**src/rtl/bus_pkg.sv**
```systemverilog
package bus_pkg;

    // word addressed bus, byte lanes picked by sel
    localparam int ADDR_W = 30;
    localparam int DATA_W = 32;
    localparam int SEL_W  = DATA_W / 8;

    // master side request, one beat per stb
    typedef struct packed {
        logic              cyc;
        logic              stb;
        logic              we;
        logic [ADDR_W-1:0] addr;
        logic [DATA_W-1:0] data;
        logic [SEL_W-1:0]  sel;
    } wb_req_t;

    // returned to a master
    typedef struct packed {
        logic              ack;
        logic              stall;
        logic              err;
        logic [DATA_W-1:0] data;
    } wb_rsp_t;

    // what a slave hands back to the router
    typedef struct packed {
        logic              ack;
        logic [DATA_W-1:0] data;
    } dev_rsp_t;

    // region field of the word address, 2MB words per region
    localparam int REGION_HI = 29;
    localparam int REGION_LO = 21;

    typedef enum logic [REGION_HI-REGION_LO:0] {
        REGION_MEM = 9'd0,
        REGION_SYS = 9'd1
    } region_e;

endpackage

```
**src/rtl/wb_pri_arbiter.sv**
```systemverilog
module wb_pri_arbiter (
    input  logic             i_clk,
    input  logic             i_reset,
    input  bus_pkg::wb_req_t i_req_a,
    input  bus_pkg::wb_req_t i_req_b,
    input  bus_pkg::wb_rsp_t i_bus_rsp,
    output bus_pkg::wb_rsp_t o_rsp_a,
    output bus_pkg::wb_rsp_t o_rsp_b,
    output bus_pkg::wb_req_t o_bus_req
);

    typedef enum logic {
        OWN_A,
        OWN_B
    } owner_e;

    owner_e owner;

    // owner keeps the bus for its whole cycle
    // idle bus falls back to A
    always_ff @(posedge i_clk) begin
        if (i_reset) begin
            owner <= OWN_A;
        end else begin
            case (owner)
                OWN_A: begin
                    if (!i_req_a.cyc && i_req_b.cyc) begin
                        owner <= OWN_B;
                    end
                end
                OWN_B: begin
                    // A waiting, or nobody at all
                    if (!i_req_b.cyc) begin
                        owner <= OWN_A;
                    end
                end
            endcase
        end
    end

    always_comb begin
        // owner request goes out untouched
        o_bus_req = (owner == OWN_A) ? i_req_a : i_req_b;

        // loser is held off, read data shared by both
        o_rsp_a = '{ack: 1'b0, stall: 1'b1, err: 1'b0, data: i_bus_rsp.data};
        o_rsp_b = '{ack: 1'b0, stall: 1'b1, err: 1'b0, data: i_bus_rsp.data};

        if (owner == OWN_A) begin
            o_rsp_a = i_bus_rsp;
        end else begin
            o_rsp_b = i_bus_rsp;
        end
    end

    // an ack answers a request accepted earlier, so the same master
    // must already have owned the bus in the previous cycle
    a_ack_owner_a : assert property (@(posedge i_clk) disable iff (i_reset)
        o_rsp_a.ack |-> ($past(owner) == OWN_A));

    a_ack_owner_b : assert property (@(posedge i_clk) disable iff (i_reset)
        o_rsp_b.ack |-> ($past(owner) == OWN_B));

endmodule

```
**config.mk**
```make
export PLATFORM = sky130hd
export DESIGN_NAME = wb_pri_arbiter
export DESIGN_NICKNAME = d
export VERILOG_FILES = /design/src/rtl/bus_pkg.sv /design/src/rtl/wb_pri_arbiter.sv
export SDC_FILE = /design/constraint.sdc
export NUM_CORES = 1
export LEC_CHECK = 0
export ABC_AREA = 1
export BUFFER_PORTS_ARGS = -buffer_cell sky130_fd_sc_hd__buf_4
export CORE_AREA = 2 2 123 125
export DETAILED_ROUTE_END_ITERATION = 16
export DIE_AREA = 0 0 125 127
export SETUP_SLACK_MARGIN = 0.5
export SYNTH_ARGS = -nofsm -noshare
export SYNTH_HDL_FRONTEND = slang
export SYNTH_SLANG_ARGS = --single-unit
```
**constraint.sdc**
```tcl
create_clock -name i_clk -period 1.3 [get_ports i_clk]
set_clock_uncertainty 0.1 [all_clocks]
set_input_delay 0.13 -clock i_clk [delete_from_list [all_inputs] [get_ports i_clk]]
set_output_delay 0.13 -clock i_clk [all_outputs]
set_load 0.1 [all_outputs]
```
==> results.txt <==
The number of cells produced by synthesis was 303. The number of antenna diodes in the final layout is 0. For this design, the CTS-stage hold fixing added 0 buffers. The die span in x is 125 um, and the mean instance size in the synthesized netlist is 6.31 sq um. The critical path in this run is classified as reg2out. Clock-pin slew was measured on the worst setup and hold paths at 0 ps. The placed instances occupy a cell area of 4060 sq um. Dividing the detail-routed via count by the number of cells gives 3.63.

The worst hold path terminates at o_rsp_a[3]. The path class of the lowest-slack min-delay path is in2out. The worst setup path is launched from a flip-flop.

The count of different cell masters after synthesis is 12, and the total routed wirelength is 8350 um. The internal reg-to-reg setup slack is 220 ps, and the synthesized net count is 478. Setup violations remaining at the end of the flow were counted as 16.

Counting instances, the worst hold path has a depth of 0. The total overflow left after global routing is 0. The worst register-to-register path begins at owner.

The number of global-route vias before repair is 2534. Static timing analysis puts the maximum clock frequency at 746 MHz. The die covers 15900 sq um. The ratio of cells with drive above 1 in the final layout was 81.7%. Cell at the slowest stage of the critical path: sky130_fd_sc_hd__dfxtp_4. The worst hold path begins at i_bus_rsp[3]. The family with the most delay on the worst path is buffers and inverters. The largest driver fanout on the critical path works out to 7. The effective utilization at floorplan came out at 13.3%.

The worst path in the final design needs a cycle of 1340 ps, including I/O delays and setup. In this run the count of I/O pins placed on the die edge is 314. Once detail routing completed, the nets flagged for antenna violations numbered 0.

In this run, placement finished with an instance count of 650. Of the synthesized area, sequential elements account for 1.05%. The global-route usage over all layers was 9.55%; the number of hold violations in the final report was 0.

Counting buffers and inverters, the worst setup path is 5 cells deep. The largest registers in the layout are owner x1. The run finished, with violations left. More flip-flops sit in one register than any other, and that register is owner. The routed length per instance was 12.6 um. Leaving out fill and tap cells, the most frequent cells in the layout are sky130_fd_sc_hd__buf_4, sky130_fd_sc_hd__buf_12, sky130_fd_sc_hd__inv_1. In this run the core area contains 44 standard-cell rows. The layout overhead on the synthesized area came out at 180%. The most common library cell in the layout ignoring fill and taps was sky130_fd_sc_hd__buf_4. For the worst setup path, the data arrival time is 1110 ps.

The number of buffers and inverters on the critical path works out to 4. Summing all multi-input logic gate instances after layout gives 1690 sq um. Across the run, the number of max-cap violations was 0. The critical path goes through buf_12 > buf_12 > buf_12 > o21ai_4 > buf_12.

For the number of fillers in the final layout, the log shows 1422. The number of buffer cells added on primary ports is 217. The worst setup margin is -40.8 ps, and the largest net degree at the start of global routing is 33. Measured in cells, the most critical reg-to-reg path has a length of 4. The run gives -155 ps as the post-placement setup slack. Detailed placement finished with a half-perimeter wire length of 6250 um.

On the worst path, the slowest cell contributes a delay of 360 ps. The overall die height was 127 um. First-pass GRT wire length: 12600 um. The number of flip-flops under the largest register name is 1.

The run gives 2.62 nW as the static power due to leakage. The logs give 0.000248 V for the worst voltage drop across the vdd grid and 5350 sq um for the final cell area excluding filler cells. The source-to-sink clock delay at the later pin of the worst-skew pair is 0 ps. The floorplan step defined a core boundary enclosing 14400 sq um.

The number of optimization iterations in the first detailed-route pass came out at 4. The final RePlAce weighted congestion is 0.750. Power comes to 3.37 mW. The required arrival time at the worst endpoint is 1070 ps. The number of pins exceeding their max-slew limit in the final report came out at 0. Setup repair after global routing could not meet its margin everywhere. In this run the power density over the cells is 629 nW/um^2.

The post-route fraction of the period consumed by the critical path came out at 103%. In this run the critical register-to-register path is captured at owner. The cell that appears most often on the critical path is sky130_fd_sc_hd__buf_12. At the pin with the least slew margin, the transition time is 222 ps. The final layout net count was 658. For this block, the via count after detailed routing is 2417. The yosys synthesis warning count is 0, and the headroom to the max-slew limit is 85.2%. The final reports fail on setup timing. Excluding fillers, the count of instances in the completed layout stands at 665. The count of state elements after synthesis works out to 1. Across the whole layout, storage elements account for 23.8 sq um. The tools report the post-route DRC violation count as 0. The tools report the initial antenna violation count as 0. After the first detailed-routing iteration, the DRC count stood at 31. In this run the cell area of the synthesized design comes to 1910 sq um. The nature of the critical path endpoint was a primary output.
-- metrics by stage --
stage / hold slack, ps / TNS (ps) / util, %
after floorplan: 156 / -5670 / -
after global placement: 161 / -4950 / 28.1
after detailed placement: 161 / -5150 / 28.1
after CTS: 161 / -526 / 36.2
after global routing: 160 / -1570 / 37.1
final: 160 / -282 / 37.1
-- how the worst max path moves through the flow --
stage               start       endpoint
global route        owner  o_bus_req[37]
detailed placement  owner  o_bus_req[57]
global placement    owner  o_bus_req[60]
finish              owner  o_bus_req[37]
floorplan           owner  o_bus_req[10]
CTS                 owner  o_bus_req[64]
-- report_power, final --
part           internal (mW)  switching [mW]  total [mW]
Combinational           1.34            1.99        3.33
Clock                      0               0           0
Sequential            0.0319         0.00405      0.0360
-- final cells by class --
class | instances | area share, %
inverters | 75 | 5.40
multi-input cells | 147 | 31.5
flip-flops and latches | 1 | 0.444
well taps | 184 | 4.30
repair buffers | 258 | 58.4
-- routing by layer --
metal	GRT usage, %	share of wire, %
met3	1.72	8.0
met1	9.51	32
met2	20.5	59
met4	1.57	1.4
met5	0	0
-- repair_timing --
item	4_1_cts	5_1_grt
pin swaps	7	6
setup endpoints to repair	76	76
gates cloned	1	2
gates resized for setup	260	12
setup buffers	7	5
-- cells by family (layout without fill, tap and decap cells) --
kind of cell	Yosys count	in the layout	synth area share [%]
buffers and inverters	155	333	49.1
AND/OR/NAND/NOR	78	78	22.0
AO/OA/AOI/OAI	69	69	27.9
flip-flops	1	1	1.05
-- cells in the mapped netlist (all sizes together) --
library cell,instances,area [sq um]
buf,80,657
dfxtp,1,20.0
inv,75,282
nand2,73,399
nor2,4,15.0
o21ai,69,533
or2,1,6.26
No activity file was read; power rests on OpenSTA's default activity.
