File: src/rtl/bus_pkg.sv
package bus_pkg;

    // word addressed bus, byte lanes picked by sel
    localparam int ADDR_W = 30;
    localparam int DATA_W = 32;
    localparam int SEL_W  = DATA_W / 8;

    // master side request, one beat per stb
    typedef struct packed {
        logic              cyc;
        logic              stb;
        logic              we;
        logic [ADDR_W-1:0] addr;
        logic [DATA_W-1:0] data;
        logic [SEL_W-1:0]  sel;
    } wb_req_t;

    // returned to a master
    typedef struct packed {
        logic              ack;
        logic              stall;
        logic              err;
        logic [DATA_W-1:0] data;
    } wb_rsp_t;

    // what a slave hands back to the router
    typedef struct packed {
        logic              ack;
        logic [DATA_W-1:0] data;
    } dev_rsp_t;

    // region field of the word address, 2MB words per region
    localparam int REGION_HI = 29;
    localparam int REGION_LO = 21;

    typedef enum logic [REGION_HI-REGION_LO:0] {
        REGION_MEM = 9'd0,
        REGION_SYS = 9'd1
    } region_e;

endpackage

File: src/rtl/periph_pkg.sv
package periph_pkg;

    // system registers decode the low word address bits only
    localparam int SYS_OFFSET_W = 4;

    typedef enum logic [SYS_OFFSET_W-1:0] {
        SYS_VERSION = 4'h0,
        SYS_SCRATCH = 4'h1,
        SYS_BUSERR  = 4'h2,
        SYS_POWER   = 4'h3,
        SYS_INTR    = 4'h4
    } sysreg_addr_e;

    // build id read back from SYS_VERSION
    localparam logic [31:0] VERSION_WORD = 32'h20191028;

endpackage

File: src/rtl/wb_sysregs.sv
module wb_sysregs (
    input  logic              i_clk,
    input  logic              i_reset,
    input  logic              i_stb,
    input  bus_pkg::wb_req_t  i_req,
    input  logic              i_bus_err,
    output bus_pkg::dev_rsp_t o_rsp,
    output logic              o_interrupt
);

    localparam int DW = bus_pkg::DATA_W;

    periph_pkg::sysreg_addr_e   reg_sel;
    logic                       wr_en;
    logic [DW-1:0]              scratch;
    logic [bus_pkg::ADDR_W-1:0] buserr_addr;
    logic [DW-1:0]              power_cnt;
    logic                       intr_flag;

    assign reg_sel = periph_pkg::sysreg_addr_e'(i_req.addr[periph_pkg::SYS_OFFSET_W-1:0]);
    assign wr_en   = i_stb && i_req.we;

    assign o_interrupt = intr_flag;

    // writable registers
    always_ff @(posedge i_clk) begin
        if (i_reset) begin
            intr_flag <= 1'b0;
        end else if (wr_en && (reg_sel == periph_pkg::SYS_INTR)) begin
            intr_flag <= i_req.data[0];
        end
    end

    always_ff @(posedge i_clk) begin
        if (wr_en && (reg_sel == periph_pkg::SYS_SCRATCH)) begin
            scratch <= i_req.data;
        end
    end

    // err pulse lines up with the failing address still on the bus
    always_ff @(posedge i_clk) begin
        if (i_bus_err) begin
            buserr_addr <= i_req.addr;
        end
    end

    // cycles since reset, top bit sticky after the first wrap
    always_ff @(posedge i_clk) begin
        if (i_reset) begin
            power_cnt <= '0;
        end else if (!power_cnt[DW-1]) begin
            power_cnt <= power_cnt + DW'(1);
        end else begin
            power_cnt[DW-2:0] <= power_cnt[DW-2:0] + (DW-1)'(1);
        end
    end

    always_ff @(posedge i_clk) begin
        if (i_reset) begin
            o_rsp.ack <= 1'b0;
        end else begin
            o_rsp.ack <= i_stb;
        end
    end

    // read mux, registered with the ack
    always_ff @(posedge i_clk) begin
        case (reg_sel)
            periph_pkg::SYS_VERSION: o_rsp.data <= periph_pkg::VERSION_WORD;
            periph_pkg::SYS_SCRATCH: o_rsp.data <= scratch;
            periph_pkg::SYS_BUSERR:  o_rsp.data <= {buserr_addr, 2'b00};
            periph_pkg::SYS_POWER:   o_rsp.data <= power_cnt;
            periph_pkg::SYS_INTR:    o_rsp.data <= {{(DW-1){1'b0}}, intr_flag};
            default:                 o_rsp.data <= '0;
        endcase
    end

endmodule

File: config.mk
export PLATFORM = sky130hd
export DESIGN_NAME = wb_sysregs
export DESIGN_NICKNAME = d
export VERILOG_FILES = /design/src/rtl/bus_pkg.sv /design/src/rtl/periph_pkg.sv /design/src/rtl/wb_sysregs.sv
export SDC_FILE = /design/constraint.sdc
export NUM_CORES = 1
export LEC_CHECK = 0
export ABC_CLOCK_PERIOD_IN_PS = 4400
export BUFFER_PORTS_ARGS = -buffer_cell sky130_fd_sc_hd__buf_4
export CAP_MARGIN = 20
export CORE_MARGIN = 2
export CORE_UTILIZATION = 50
export DETAILED_ROUTE_END_ITERATION = 10
export MAX_ROUTING_LAYER = met4
export PLACE_DENSITY = 0.81
export SLEW_MARGIN = 10
export SYNTH_ARGS = -nofsm -noshare
export SYNTH_HDL_FRONTEND = slang
export SYNTH_SLANG_ARGS = --single-unit
export TNS_END_PERCENT = 100
File: constraint.sdc
create_clock -name i_clk -period 4.4 [get_ports i_clk]
set_clock_uncertainty 0.15 [all_clocks]
set_input_delay 0.44 -clock i_clk [delete_from_list [all_inputs] [get_ports i_clk]]
set_output_delay 0.44 -clock i_clk [all_outputs]
set_load 0.01 [all_outputs]
==> results.py <==
metrics = {
    "clock_network": {
        "cts_buffer_depth": 2,
        "clk_latency_ns": 0.51,
        "clk_pin_slew_worst_paths_ns": 0.06,
        "cts_root_buf": "clkbuf_8",
        "cts_tree": "built",
        "cts_buffers": 17,
        "clock-sinks": 128,
        "cts_resized": 0,
        "cts_max_level": 4,
    },
    "setup_path": {
        "rrSetupSlack_ns": 1.95,
        "worstReg2RegStart": "power_cnt[0]$_SDFF_PP0_",
        "arrival_ns": 2.74,
        "cp-start-kind": "register",
        "path_depth": 5,
        "crit_start": "power_cnt[0]$_SDFF_PP0_",
        "cp_slowest_cell": "or4_4",
        "end_kind": "register",
        "path_buf_inv": 0,
        "reg2reg_to": "power_cnt[26]$_SDFF_PP0_",
        "cp_max_fo": 14,
        "crit_family": "simple AND/OR/NAND/NOR gates",
        "rr_worst_depth": 5,
        "required_ns": 4.69,
        "crit_end": "power_cnt[26]$_SDFF_PP0_",
        "max_stage_delay_ns": 0.66,
        "path_cells": "ha_1 > nand3_1 > or4_4 > or4_1 > a21oi_1",
        "critPathKind": "register to register",
    },
    "synthesis": {
        "async_flop_share_pct": 0,
        "syn-num-nets": 454,
        "synth_edf_count": 62,
        "ys_ff_latch": 128,
        "netlist_area_um2": 4780,
        "synth.distinct_cells": 32,
        "ys.flop_type": "dfxtp_1",
        "avgSynthCellArea_um2": 12.6,
        "ys_seq_area_share_pct": 66.5,
        "synth_cells": 380,
        "synth-warning-count": 0,
    },
    "pwr": {
        "p_total_mw": 2.85,
        "clockPowerShare_pct": 47.7,
        "combPwrFrac_pct": 6.5,
        "p_int_mw": 2.27,
        "power_density_nw_per_um2": 419,
        "ir_drop_mv": 0.244,
        "leakagePower_nw": 2.59,
        "seqPwrFrac_pct": 45.7,
        "p_sw_uw": 585,
        "switching_share_pct": 20.5,
    },
    "floorplanning": {
        "row_count": 35,
        "fp.dieH_um": 102,
        "core-area_um2": 9240,
        "die_x_um": 102,
        "dieArea_um2": 10400,
        "initial_utilization_pct": 51.8,
        "io-pin-count": 107,
    },
    "timing": {
        "fmaxAchievable_mhz": 408,
        "setup_viol": 0,
        "finalHoldViolCount": 0,
        "max_slew.worst_pin.slew_ns": 1.07,
        "post-route-period-util_pct": 55.7,
        "post-route-min-period_ns": 2.45,
        "rsz0062_at_grt": "false",
        "slew_headroom_pct": 28.2,
        "fin_ws_ns": 1.95,
        "drv_slew": 0,
        "tns_ns": 0,
    },
    "route": {
        "wl_met1_um": 4790,
        "wl_met3_um": 584,
        "vias": 3736,
        "wl_per_cell_um": 17.7,
        "drtIter0Drc": 316,
        "drtAntennaViolNets": 0,
        "vias_per_cell": 5.49,
        "drt_pass1_iterations": 5,
        "top_layer": "met4",
        "routed_wl_um": 12100,
        "drc": 0,
        "wl_met2_um": 6430,
    },
    "final_layout": {
        "final_cell_mix": "buf_4, dfxtp_1, edfxtp_1",
        "nets": 613,
        "diodes": 0,
        "finalInstanceArea_um2": 6800,
        "area_growth_syn_to_layout_pct": 42.2,
        "fin_cells": 680,
        "final_common_cell": "buf_4",
        "drive_gt1_share_pct": 29.0,
    },
    "place": {
        "place_ws_ns": 1.91,
        "gp_congestion": 0.835,
        "post-dp-hpwl_um": 6680,
        "io_buffers": 100,
        "dp.cells": 589,
        "postPlaceCellArea_um2": 5630,
    },
    "worst_hold_path": {
        "worstHoldPathCells": 2,
        "min_path_type": "primary input to register",
    },
    "global_routing": {
        "grt_antenna_before_repair": 0,
        "grt_use_total_pct": 24.8,
        "grt_pass1_vias": 3746,
        "overflow": 0,
        "grt_start_max_net_pins": 38,
        "grt_pass1_wl_um": 18500,
    },
    "outcome": {
        "outcome": "completed",
    },
    "run": {
        "cap_viol_max_count": 0,
    },
}
synthesized netlist by cell type (all sizes together) (2+ instances only):
| master | number | area, um^2 |
|---|---|---|
| dfxtp | 66 | 1320 |
| edfxtp | 62 | 1860 |
| nor2 | 40 | 150 |
| a21oi | 23 | 115 |
| a22oi | 23 | 173 |
| mux2 | 23 | 259 |
| o21ai | 19 | 95.1 |
| clkbuf | 16 | 60.1 |
| nand3 | 12 | 60.1 |
| mux2i | 11 | 110 |
| or3 | 11 | 68.8 |
| nand2 | 10 | 37.5 |
| nand4 | 10 | 77.6 |
| or4 | 7 | 60.1 |
| xnor2 | 7 | 61.3 |
| buf | 5 | 25.0 |
| nor3 | 5 | 25.0 |
| o31ai | 5 | 37.5 |
| xor2 | 5 | 43.8 |
| and4 | 4 | 35.0 |
| and3 | 3 | 18.8 |
| nand2b | 3 | 18.8 |
| nor2b | 3 | 18.8 |
| inv | 2 | 7.51 |
| or2 | 2 | 12.5 |
registers in the layout, summed over array words and instances, names as in the netlist:
signal       flops
power_cnt       32
buserr_addr     30
o_rsp           33
scratch         32
o_interrupt      1
worst min path at each step:
| stage | from | to | slack, ns |
|---|---|---|---|
| 4_1_cts | i_stb | o_rsp[32]$_SDFF_PP0_ | 0.006 |
| 5_1_grt | i_stb | o_rsp[32]$_SDFF_PP0_ | 0.03 |
| 3_3_place_gp | power_cnt[0]$_SDFF_PP0_ | power_cnt[0]$_SDFF_PP0_ | 0.31 |
| 3_5_place_dp | power_cnt[0]$_SDFF_PP0_ | power_cnt[0]$_SDFF_PP0_ | 0.32 |
| 2_1_floorplan | power_cnt[31]$_SDFF_PP0_ | power_cnt[31]$_SDFF_PP0_ | 0.27 |
| 6_report | i_stb | o_rsp[32]$_SDFF_PP0_ | 0.03 |
what timing repair did:
action,in CTS,in global routing
hold endpoints to repair,60,0
hold buffers,60,0
buffers inserted,0,0
cell families after synthesis:
family,synth area share [%]
DFF,66.5
AOI/OAI and AO/OA,8.97
buffers and inverters,1.94
adders and majority gates,0.262
muxes,7.72
and+or+nand+nor,12.4
xor gates and xnor gates,2.20
area by class of cell:
| class | instances | area, um^2 |
|---|---|---|
| clock inverters | 11 | 140 |
| multi-input cells | 229 | 1520 |
| flip-flops and latches | 128 | 3180 |
| repair buffers | 161 | 1360 |
| inverters | 2 | 7.51 |
| fillers | 562 | 2440 |
| clock buffers | 20 | 435 |
| well taps | 129 | 161 |
metal layers:
layer,vias to the layer above,track usage (%)
met1,1825,29.0
met5,-,-
met2,151,40.9
li1,1734,-
met4,0,11.2
met3,26,5.75
power by group through the flow:
stage,Sequential [mW],Clock [mW],Combinational (mW)
6_report,1.30,1.36,0.187
5_1_grt,1.31,1.43,0.201
4_1_cts,1.30,1.37,0.184
3_3_place_gp,1.33,0,0.136
3_5_place_dp,1.33,0,0.140
2_1_floorplan,1.33,0,0.0543
metrics by stage:
stage	hold WS [ns]	util, %
after CTS	0.00557	73.6
final	0.0253	73.6
after global routing	0.0281	73.6
after floorplan	0.272	-
after global placement	0.311	60.9
after detailed placement	0.319	60.9
(Power assumes the default switching activity.)
