[src/rtl/bus_pkg.sv]
package bus_pkg;

    // word addressed bus, byte lanes picked by sel
    localparam int ADDR_W = 30;
    localparam int DATA_W = 32;
    localparam int SEL_W  = DATA_W / 8;

    // master side request, one beat per stb
    typedef struct packed {
        logic              cyc;
        logic              stb;
        logic              we;
        logic [ADDR_W-1:0] addr;
        logic [DATA_W-1:0] data;
        logic [SEL_W-1:0]  sel;
    } wb_req_t;

    // returned to a master
    typedef struct packed {
        logic              ack;
        logic              stall;
        logic              err;
        logic [DATA_W-1:0] data;
    } wb_rsp_t;

    // what a slave hands back to the router
    typedef struct packed {
        logic              ack;
        logic [DATA_W-1:0] data;
    } dev_rsp_t;

    // region field of the word address, 2MB words per region
    localparam int REGION_HI = 29;
    localparam int REGION_LO = 21;

    typedef enum logic [REGION_HI-REGION_LO:0] {
        REGION_MEM = 9'd0,
        REGION_SYS = 9'd1
    } region_e;

endpackage

[src/rtl/wb_bus_router.sv]
module wb_bus_router (
    input  logic              i_clk,
    input  logic              i_reset,
    input  bus_pkg::wb_req_t  i_bus_req,
    input  bus_pkg::dev_rsp_t i_mem_rsp,
    input  bus_pkg::dev_rsp_t i_sys_rsp,
    output logic              o_mem_stb,
    output logic              o_sys_stb,
    output bus_pkg::wb_rsp_t  o_bus_rsp,
    output logic              o_bus_err
);

    bus_pkg::region_e           region;
    logic                       mem_hit;
    logic                       sys_hit;
    logic                       ack_q;
    logic                       err_q;
    logic [bus_pkg::DATA_W-1:0] data_q;

    // region from the top address bits
    assign region  = bus_pkg::region_e'(i_bus_req.addr[bus_pkg::REGION_HI:bus_pkg::REGION_LO]);
    assign mem_hit = (region == bus_pkg::REGION_MEM);
    assign sys_hit = (region == bus_pkg::REGION_SYS);

    assign o_mem_stb = i_bus_req.stb && mem_hit;
    assign o_sys_stb = i_bus_req.stb && sys_hit;

    always_ff @(posedge i_clk) begin
        if (i_reset) begin
            ack_q <= 1'b0;
            err_q <= 1'b0;
        end else begin
            ack_q <= i_mem_rsp.ack || i_sys_rsp.ack;
            // nobody home, answer with err next cycle
            err_q <= i_bus_req.stb && !mem_hit && !sys_hit;
        end
    end

    // sysregs win, zero when idle
    always_ff @(posedge i_clk) begin
        if (i_sys_rsp.ack) begin
            data_q <= i_sys_rsp.data;
        end else if (i_mem_rsp.ack) begin
            data_q <= i_mem_rsp.data;
        end else begin
            data_q <= '0;
        end
    end

    // slaves never stall
    assign o_bus_rsp = '{ack: ack_q, stall: 1'b0, err: err_q, data: data_q};
    assign o_bus_err = err_q;

    // one answer per beat across slave and decode paths
    a_ack_err_excl : assert property (@(posedge i_clk) disable iff (i_reset)
        !(o_bus_rsp.ack && o_bus_rsp.err));

endmodule

[config.mk]
export PLATFORM = sky130hd
export DESIGN_NAME = wb_bus_router
export DESIGN_NICKNAME = d
export VERILOG_FILES = /design/src/rtl/bus_pkg.sv /design/src/rtl/wb_bus_router.sv
export SDC_FILE = /design/constraint.sdc
export NUM_CORES = 1
export LEC_CHECK = 0
export BUFFER_PORTS_ARGS = -buffer_cell sky130_fd_sc_hd__clkbuf_2
export CORE_UTILIZATION = 25
export CTS_CLUSTER_SIZE = 10
export DETAILED_ROUTE_END_ITERATION = 7
export GPL_TIMING_DRIVEN = 0
export PLACE_DENSITY = 0.75
export SLEW_MARGIN = 10
export SYNTH_ARGS = -nofsm -noshare
export SYNTH_HDL_FRONTEND = slang
export SYNTH_SLANG_ARGS = --single-unit
export TNS_END_PERCENT = 1
[constraint.sdc]
create_clock -name i_clk -period 1.25 [get_ports i_clk]
set_clock_uncertainty 0.1 [all_clocks]
set_input_delay 0.25 -clock i_clk [delete_from_list [all_inputs] [get_ports i_clk]]
set_output_delay 0.25 -clock i_clk [all_outputs]
set_load 0.05 [all_outputs]
==> run_results.csv, run 1 <==
group,metric,value,unit
clock_tree,clock_sinks,34,
synth,synth_edf_count,0,
die,die-area,0.00465,sq mm
worst_setup_path,cp-end-kind,"output pin",
outcome,status,"finished, violations left",
synth,ys_seq_area_frac,0.622,
place,gp_congestion,0.703,
worst_setup_path,cp-start-kind,"primary input",
die,start_util,0.266,
hold_path,whs_endpoint,"ack_q",
outcome,failed_checks,"setup timing",
clock_tree,cts_root_buf,"clkbuf_8",
synth,async_reset_ff_frac,0,
layout,final_util,0.453,
die,num_rows,23,
pwr,pwr-share-comb,0.255,
synth,synthesis.area,0.00109,sq mm
worst_setup_path,worstPathCellList,"clkbuf_2 -> or4_4 -> nor4b_4 -> buf_8",
timing,slew_violations,0,
pwr,seqPwrFrac,0.462,
pwr,p_clk_frac,0.283,
place,placed_cells,252,
synth,syn_inst,89,
timing,holdWs,56.1,ps
die,die_h,68.2,um
worst_setup_path,crit_family,"simple AND/OR/NAND/NOR gates",
synth,ys_seq_elements,34,
hold_path,hold_class,"in2reg",
worst_setup_path,cpPeakStageDelay,570,ps
synth,yosysTopAreaCell,"dfxtp_1",
synth,synth.area.top_cells,"dfxtp_1 (62%), a22o_1 (25%), buf_4 (2.1%)",
detailed_routing,wirelength,3110,um
timing,finalCritPeriodShare,1.42,
die,die_w,68.2,um
pwr,p_int,1.76,mW
place,postPlaceCellArea,0.00174,sq mm
detailed_routing,drc,0,
global_routing,grt_usage,0.138,
clock_tree,cts_setup_buffers,0,
detailed_routing,firstDrtPassIters,4,
clock_tree,clk_path_buf_depth,2,
detailed_routing,drtIter0Drc,31,
layout,stdcell_area,0.00187,sq mm
timing,setup_viol,2,
timing,layout_min_cycle_time,1780,ps
place,place_ws,-634,ps
synth,syn-num-nets,226,
pwr,swShare,0.314,
clock_tree,cts_max_level,2,
timing,hold_viol_final,0,
die,core-area,0.00412,sq mm
worst_setup_path,critical_path_arrival,1430,ps
clock_tree,cts.clk_slew.worst_paths,60,ps
global_routing,grt_pass1_wl,4420,um
global_routing,grt_pass1_vias,992,
worst_setup_path,critPathKind,"in2out",
layout,final_cells,259,
clock_tree,cts_tree,"built",
timing,rsz0062_at_grt,"yes",
worst_setup_path,crit_buf_inv,2,
layout,final_layout_size_suffix_gt1_frac,0.627,
worst_setup_path,cp_max_fo,3,
global_routing,gr-total-overflow,0,
layout,finalNetCount,346,
layout,antenna_cells,0,
timing,setup_ws,-527,ps
timing,max_freq,563,MHz
pwr,p_leak,1.02,nW
pwr,p_total,2.57,mW
detailed_routing,detail-route-antenna-nets,0,
worst_setup_path,required,900,ps
hold_path,holdCritStartpoint,"i_reset",
synth,synth-main-ff-cell,"dfxtp_1",
pwr,vdd_drop_max,641,uV
global_routing,grt_max_degree,11,
global_routing,antenna_found_initial,0,
pwr,power.switching,0.806,mW
die,io-pin-count,175,
detailed_routing,wl_per_cell,12.0,um
detailed_routing,vias,1153,
synth,synth_most_common_cell,"dfxtp_1",
synth,syn_area_per_cell,12.3,sq um
clock_tree,cts_buffers,5,
synth,yosys_warnings,0,
hold_path,worstHoldPathCells,2,
layout,area_growth,70.4,%
timing,finalSetupTns,-935,ps
worst_setup_path,slowest_stage,"or4_4",
place,io_buffers,113,
job,max-cap-violations,0,
synth,netlist.area_leader.share,0.622,
pwr,p_per_area,1380,mW/mm^2
synth,synthTopCellsByCount,"dfxtp_1 (34), a22o_1 (31), clkbuf_1 (4)",
place,place_hpwl,2620,um
detailed_routing,via_per_inst,4.45,
synth,ys_types,15,
[registers in the layout, indices dropped and copies added, names as in the netlist]
signal / count
data_q: 32
ack_q: 1
o_bus_err: 1
[timing repair]
item                                    CTS  global route
hold buffers                              0             0
gates resized for setup                   7            27
pin swaps                                 0             3
endpoints found under the setup margin    4            23
[cell usage in the layout (no fill, tap or decap)]
master and count:
clkbuf_2 90, dfxtp_1 33, a22o_1 31, buf_2 18, clkbuf_8 5, clkbuf_1 4
clkbuf_4 4, nand2_1 3, buf_4 3, or4_4 2, nor2_1 2, clkinv_2 2
buf_6 2, buf_8 2, o21ai_0 1, nor2b_1 1, nor4b_4 1, nor3_4 1
inv_1 1, o211a_1 1, conb_1 1, dfxtp_2 1
[routing by layer]
layer,up-vias,GRT usage,part of all wire
met5,-,0,0
met4,0,0.0547,0.015
met3,5,0.0733,0.13
met2,95,0.210,0.43
met1,487,0.161,0.43
li1,566,-,-
[how the worst max path moves through the flow]
stage	startpoint	cells past startpoint	slack (ps)	endpoint
2_1_floorplan	i_bus_req[61]	2	-580	o_mem_stb
5_1_grt	i_bus_req[62]	4	-570	o_mem_stb
3_3_place_gp	i_bus_req[61]	4	-620	o_mem_stb
4_1_cts	i_bus_req[61]	4	-550	o_mem_stb
3_5_place_dp	i_bus_req[61]	4	-630	o_mem_stb
6_report	i_bus_req[62]	4	-530	o_mem_stb
[cell families (layout without fill, tap and decap cells)]
kind of cell | count (synthesis) | count (layout) | share of synthesized area
flops | 34 | 34 | 0.622
compound gates | 33 | 33 | 0.262
buf+inv | 11 | 131 | 0.0514
simple gates | 10 | 10 | 0.0617
other cells | 1 | 1 | 0.00343
[power by group through the flow]
stage          clock, mW  combinational [mW]  sequential (mW)
2_1_floorplan          0               0.135             1.50
3_3_place_gp           0               0.645             1.21
3_5_place_dp           0               0.649             1.21
4_1_cts            0.755               0.654             1.19
5_1_grt            0.814               0.698             1.20
6_report           0.727               0.655             1.19
[final cells by class]
cell class	instances	area (sq um)
fill	405	2250
sequential	34	682
timing repair buffer	113	608
multi-input combinational	44	378
clock buffer	5	68.8
tap	50	62.6
buffer	10	52.6
clock inverter	2	10.0
inverter	1	3.75
(Power assumes the default switching activity.)
==> run 2, diff against run 1 <==
--- a/config.mk
+++ b/config.mk
@@ -11,6 +11,7 @@
 export DETAILED_ROUTE_END_ITERATION = 7
 export GPL_TIMING_DRIVEN = 0
 export PLACE_DENSITY = 0.75
+export REMOVE_ABC_BUFFERS = 1
 export SLEW_MARGIN = 10
 export SYNTH_ARGS = -nofsm -noshare
 export SYNTH_HDL_FRONTEND = slang
==> run_results.csv, run 2 (same netlist as run 1, synthesis figures left out) <==
group,metric,value,unit
outcome,status,"finished, violations left",
outcome,failed_checks,"setup timing",
clock_tree,cts_setup_buffers,0,
die,num_rows,23,
place,place_ws,-661,ps
place,io_buffers,114,
layout,fillers,395,
timing,rsz0062_at_grt,"yes",
global_routing,antenna_found_initial,0,
timing,setup_viol,2,
layout,area_growth,71.7,%
layout,final_common_cell,"clkbuf_2",
pwr,vdd_drop_max,679,uV
worst_setup_path,cp_max_fo,3,
place,gp_congestion,0.732,
clock_tree,cts_tree,"built",
worst_setup_path,critPathKind,"in2out",
detailed_routing,wirelength,3430,um
pwr,p_leak,1.01,nW
clock_tree,cts_root_buf,"clkbuf_8",
job,max-cap-violations,0,
die,io-pin-count,175,
global_routing,grt_pass1_wl,4700,um
worst_setup_path,worstPathCellList,"clkbuf_2 -> or4_4 -> nor4b_4 -> buf_8",
clock_tree,clock_sinks,34,
place,place_hpwl,2790,um
hold_path,worstHoldPathCells,2,
worst_setup_path,cp-start-kind,"primary input",
timing,slew_violations,0,
hold_path,whs_endpoint,"ack_q",
timing,setup_ws,-486,ps
place,placed_cells,244,
timing,finalCritPeriodShare,1.39,
die,die_h,68.2,um
layout,finalNetCount,338,
global_routing,gr-total-overflow,0,
worst_setup_path,critical_path_arrival,1390,ps
timing,hold_viol_final,0,
clock_tree,cts.clk_slew.worst_paths,70,ps
clock_tree,cts_max_level,2,
layout,antenna_cells,0,
detailed_routing,firstDrtPassIters,3,
clock_tree,clk_path_buf_depth,2,
clock_tree,cts_buffers,5,
worst_setup_path,cp-end-kind,"output pin",
die,die_w,68.2,um
detailed_routing,via_per_inst,4.40,
die,die-area,0.00465,sq mm
detailed_routing,detail-route-antenna-nets,0,
detailed_routing,wl_per_cell,13.6,um
global_routing,use_met1,0.155,
global_routing,gr-usage-met2,0.238,
layout,final_cells,252,
detailed_routing,drc,0,
timing,max_freq,576,MHz
detailed_routing,drtIter0Drc,35,
layout,largest_reg_flops,32,
worst_setup_path,required,900,ps
global_routing,grt_busiest_layer,"met2",
layout,mostFrequentLayoutCells,"clkbuf_2 (78), dfxtp_1 (34), a22o_1 (31)",
global_routing,met3_usage,0.0950,
worst_setup_path,slowest_stage,"or4_4",
worst_setup_path,cpPeakStageDelay,560,ps
global_routing,grt_pass1_vias,1017,
pwr,p_per_area,1500,mW/mm^2
clock_tree,holdBufCountCts,0,
die,start_util,0.266,
detailed_routing,vias,1110,
hold_path,hold_class,"in2reg",
layout,final_layout_size_suffix_gt1_frac,0.634,
global_routing,grt_usage,0.151,
timing,layout_min_cycle_time,1740,ps
layout,top_register,"data_q",
hold_path,holdCritStartpoint,"i_reset",
global_routing,grt_max_degree,36,
die,core-area,0.00412,sq mm
run 2: layer usage:
| metal | vias up | routed length [um] |
|---|---|---|
| met4 | 0 | 63 |
| met3 | 5 | 505 |
| met5 | - | 0 |
| met2 | 88 | 1510 |
| li1 | 549 | - |
| met1 | 468 | 1350 |
run 2: cell type report:
type	count	area, sq um	area share
flip-flops and latches	34	681	0.362
repair buffers	115	644	0.343
multi-input cells	44	379	0.202
clock buffers	5	68.8	0.0366
well taps	50	62.6	0.0333
clock inverters	3	40.0	0.0213
inverters	1	3.75	0.00200
run 2: power breakdown:
group	switching [mW]	leakage, nW	total [mW]	internal (mW)
combinational	0.432	0.666	0.658	0.226
sequential	0.0204	0.285	1.19	1.17
clock	0.397	0.0579	0.984	0.586
total	0.849	1.01	2.83	1.98
run 2: worst max path at each step:
stage / end / from / slack, ps / cells after the start
6_report: o_mem_stb / i_bus_req[61] / -490 / 4
5_1_grt: o_mem_stb / i_bus_req[61] / -510 / 4
4_1_cts: o_mem_stb / i_bus_req[58] / -500 / 4
3_5_place_dp: data_q[31] / i_sys_rsp[32] / -660 / 4
3_3_place_gp: data_q[16] / i_sys_rsp[32] / -1620 / 3
2_1_floorplan: o_sys_stb / i_bus_req[61] / -1000 / 2
run 2: worst max-delay path: cells and delay by family:
| kind | cells | cell delay [ps] |
|---|---|---|
| buf+inv | 2 | 270 |
| simple gates | 2 | 860 |
run 2: what timing repair did:
action	CTS	global route
pin swaps	2	2
resized for setup	11	46
setup endpoints to repair	36	42
run 2: through the flow:
stage | hold slack [ps] | TNS [ps] | util | power [mW] | instance area, sq um
floorplan | 222 | -16120 | - | 1.61 | 1040
global placement | 332 | -50210 | 0.407 | 1.84 | 1680
detailed placement | 328 | -18540 | 0.411 | 1.85 | 1690
CTS | 19.1 | -945 | 0.449 | 2.85 | 1850
global route | 26.1 | -995 | 0.457 | 2.98 | 1880
finish | 27.1 | -920 | 0.457 | 2.83 | 1880
==> run 3, diff against run 2 <==
--- a/config.mk
+++ b/config.mk
@@ -6,6 +6,7 @@
 export NUM_CORES = 1
 export LEC_CHECK = 0
 export BUFFER_PORTS_ARGS = -buffer_cell sky130_fd_sc_hd__clkbuf_2
+export CORE_ASPECT_RATIO = 0.8
 export CORE_UTILIZATION = 25
 export CTS_CLUSTER_SIZE = 10
 export DETAILED_ROUTE_END_ITERATION = 7
==> constraint.sdc (replaced) <==
create_clock -name i_clk -period 1.4 [get_ports i_clk]
set_clock_uncertainty 0.1 [all_clocks]
set_input_delay 0.28 -clock i_clk [delete_from_list [all_inputs] [get_ports i_clk]]
set_output_delay 0.28 -clock i_clk [all_outputs]
set_load 0.05 [all_outputs]
==> run_results.csv, run 3 (same netlist as run 1, synthesis figures left out) <==
group,metric,value,unit
pwr,p_leak,0.989,nW
timing,hold_viol_final,0,
outcome,failed_checks,"setup timing",
worst_setup_path,cp-start-kind,"primary input",
job,max-cap-violations,0,
timing,finalCritPeriodShare,1.28,
timing,layout_min_cycle_time,1790,ps
worst_setup_path,cp_max_fo,3,
place,gp_congestion,0.683,
hold_path,holdCritStartpoint,"i_reset",
pwr,vdd_drop_max,485,uV
detailed_routing,firstDrtPassIters,4,
place,postPlaceCellArea,0.00170,sq mm
timing,max_freq,558,MHz
clock_tree,clock_sinks,34,
timing,setup_viol,2,
detailed_routing,vias,1140,
place,io_buffers,114,
timing,rsz0062_at_grt,"yes",
layout,top_register,"data_q",
layout,fillers,407,
layout,antenna_cells,0,
hold_path,hold_class,"in2reg",
worst_setup_path,cp-end-kind,"output pin",
worst_setup_path,crit_start,"i_bus_req[65]",
layout,mostFrequentLayoutCells,"clkbuf_2 (111), dfxtp_1 (34), a22o_1 (31)",
global_routing,grt_usage,0.121,
detailed_routing,detail-route-antenna-nets,0,
place,place_hpwl,2110,um
detailed_routing,wl_per_cell,10.6,um
layout,final_layout_size_suffix_gt1_frac,0.624,
clock_tree,cts_setup_buffers,0,
detailed_routing,wirelength,2750,um
die,io-pin-count,175,
global_routing,grt_max_degree,36,
die,die_h,61.2,um
global_routing,grt_pass1_wl,4200,um
clock_tree,cts_max_level,2,
die,core-area,0.00420,sq mm
detailed_routing,via_per_inst,4.40,
detailed_routing,drc,0,
layout,largest_reg_flops,32,
worst_setup_path,slowest_stage,"or4_4",
layout,finalNetCount,338,
worst_setup_path,critical_path_arrival,1410,ps
clock_tree,cts.clk_slew.worst_paths,60,ps
die,start_util,0.260,
clock_tree,clk_path_buf_depth,2,
die,die_w,76.0,um
layout,area_growth,66.3,%
worst_setup_path,critPathKind,"in2out",
layout,final_common_cell,"clkbuf_2",
timing,slew_violations,0,
timing,holdWs,72.7,ps
global_routing,antenna_found_initial,0,
timing,setup_ws,-391,ps
pwr,p_per_area,1290,mW/mm^2
worst_setup_path,cpPeakStageDelay,550,ps
die,num_rows,21,
global_routing,grt_pass1_vias,994,
die,die-area,0.00465,sq mm
worst_setup_path,worstPathCellList,"clkbuf_2 -> or4_4 -> nor4b_4 -> clkbuf_8",
clock_tree,cts_buffers,5,
clock_tree,cts_tree,"built",
detailed_routing,drtIter0Drc,37,
clock_tree,holdBufCountCts,0,
global_routing,gr-total-overflow,0,
clock_tree,cts_root_buf,"clkbuf_8",
outcome,status,"finished, violations left",
layout,stdcell_area,0.00182,sq mm
worst_setup_path,required,1020,ps
## run 3: cell count changes in the layout (fill, tap and decap cells not counted), sizes merged
cell,before,now
clkinv,2,1
buf,23,2
clkbuf,97,120
bufinv,1,0
## run 3: path summary, 6_finish.rpt
path,endpoint,slack (ps),cells after the start
setup / recovery,o_mem_stb,-390,4
hold / removal,ack_q,70,2
## run 3: cell type report
| class | instances | area, sq um | area share |
|---|---|---|---|
| Sequential cell | 34 | 681 | 0.374 |
| Timing Repair Buffer | 115 | 599 | 0.329 |
| Multi-Input combinational cell | 44 | 374 | 0.205 |
| Clock buffer | 7 | 86.3 | 0.0474 |
| Tap cell | 57 | 71.3 | 0.0392 |
| Clock inverter | 1 | 5.00 | 0.00275 |
| Inverter | 1 | 3.75 | 0.00206 |
## run 3: layer usage
metal | GRT usage | wire length, um
met4 | 0.0742 | 55
met2 | 0.205 | 1170
met1 | 0.129 | 1200
met5 | 0 | 0
met3 | 0.0548 | 321
## run 3: power by group
group / internal, mW / leakage [nW] / switching [mW]
combinational: 0.185 / 0.655 / 0.379
clock: 0.396 / 0.0482 / 0.322
sequential: 1.04 / 0.285 / 0.0183
total: 1.62 / 0.989 / 0.719
## run 3: worst max-delay path, delay by kind of cell
kind	cells	cell delay, ps
and+or+nand+nor	2	820
buffers and inverters	2	300
## run 3: per-stage QoR
| step | utilization | total power [mW] | setup WS (ps) | std cells | setup TNS [ps] |
|---|---|---|---|---|---|
| 2_1_floorplan | - | 1.43 | -909 | 79 | -12200 |
| 3_3_place_gp | 0.401 | 1.63 | -1490 | 250 | -46310 |
| 3_5_place_dp | 0.405 | 1.65 | -536 | 251 | -14750 |
| 4_1_cts | 0.433 | 2.38 | -397 | 259 | -772 |
| 5_1_grt | 0.433 | 2.47 | -421 | 259 | -797 |
| 6_report | 0.433 | 2.34 | -391 | 259 | -749 |
## run 3: repair_timing
action                                  CTS  global route
gates resized for setup                   6             1
pin swaps                                 0             1
endpoints found under the setup margin   33             2
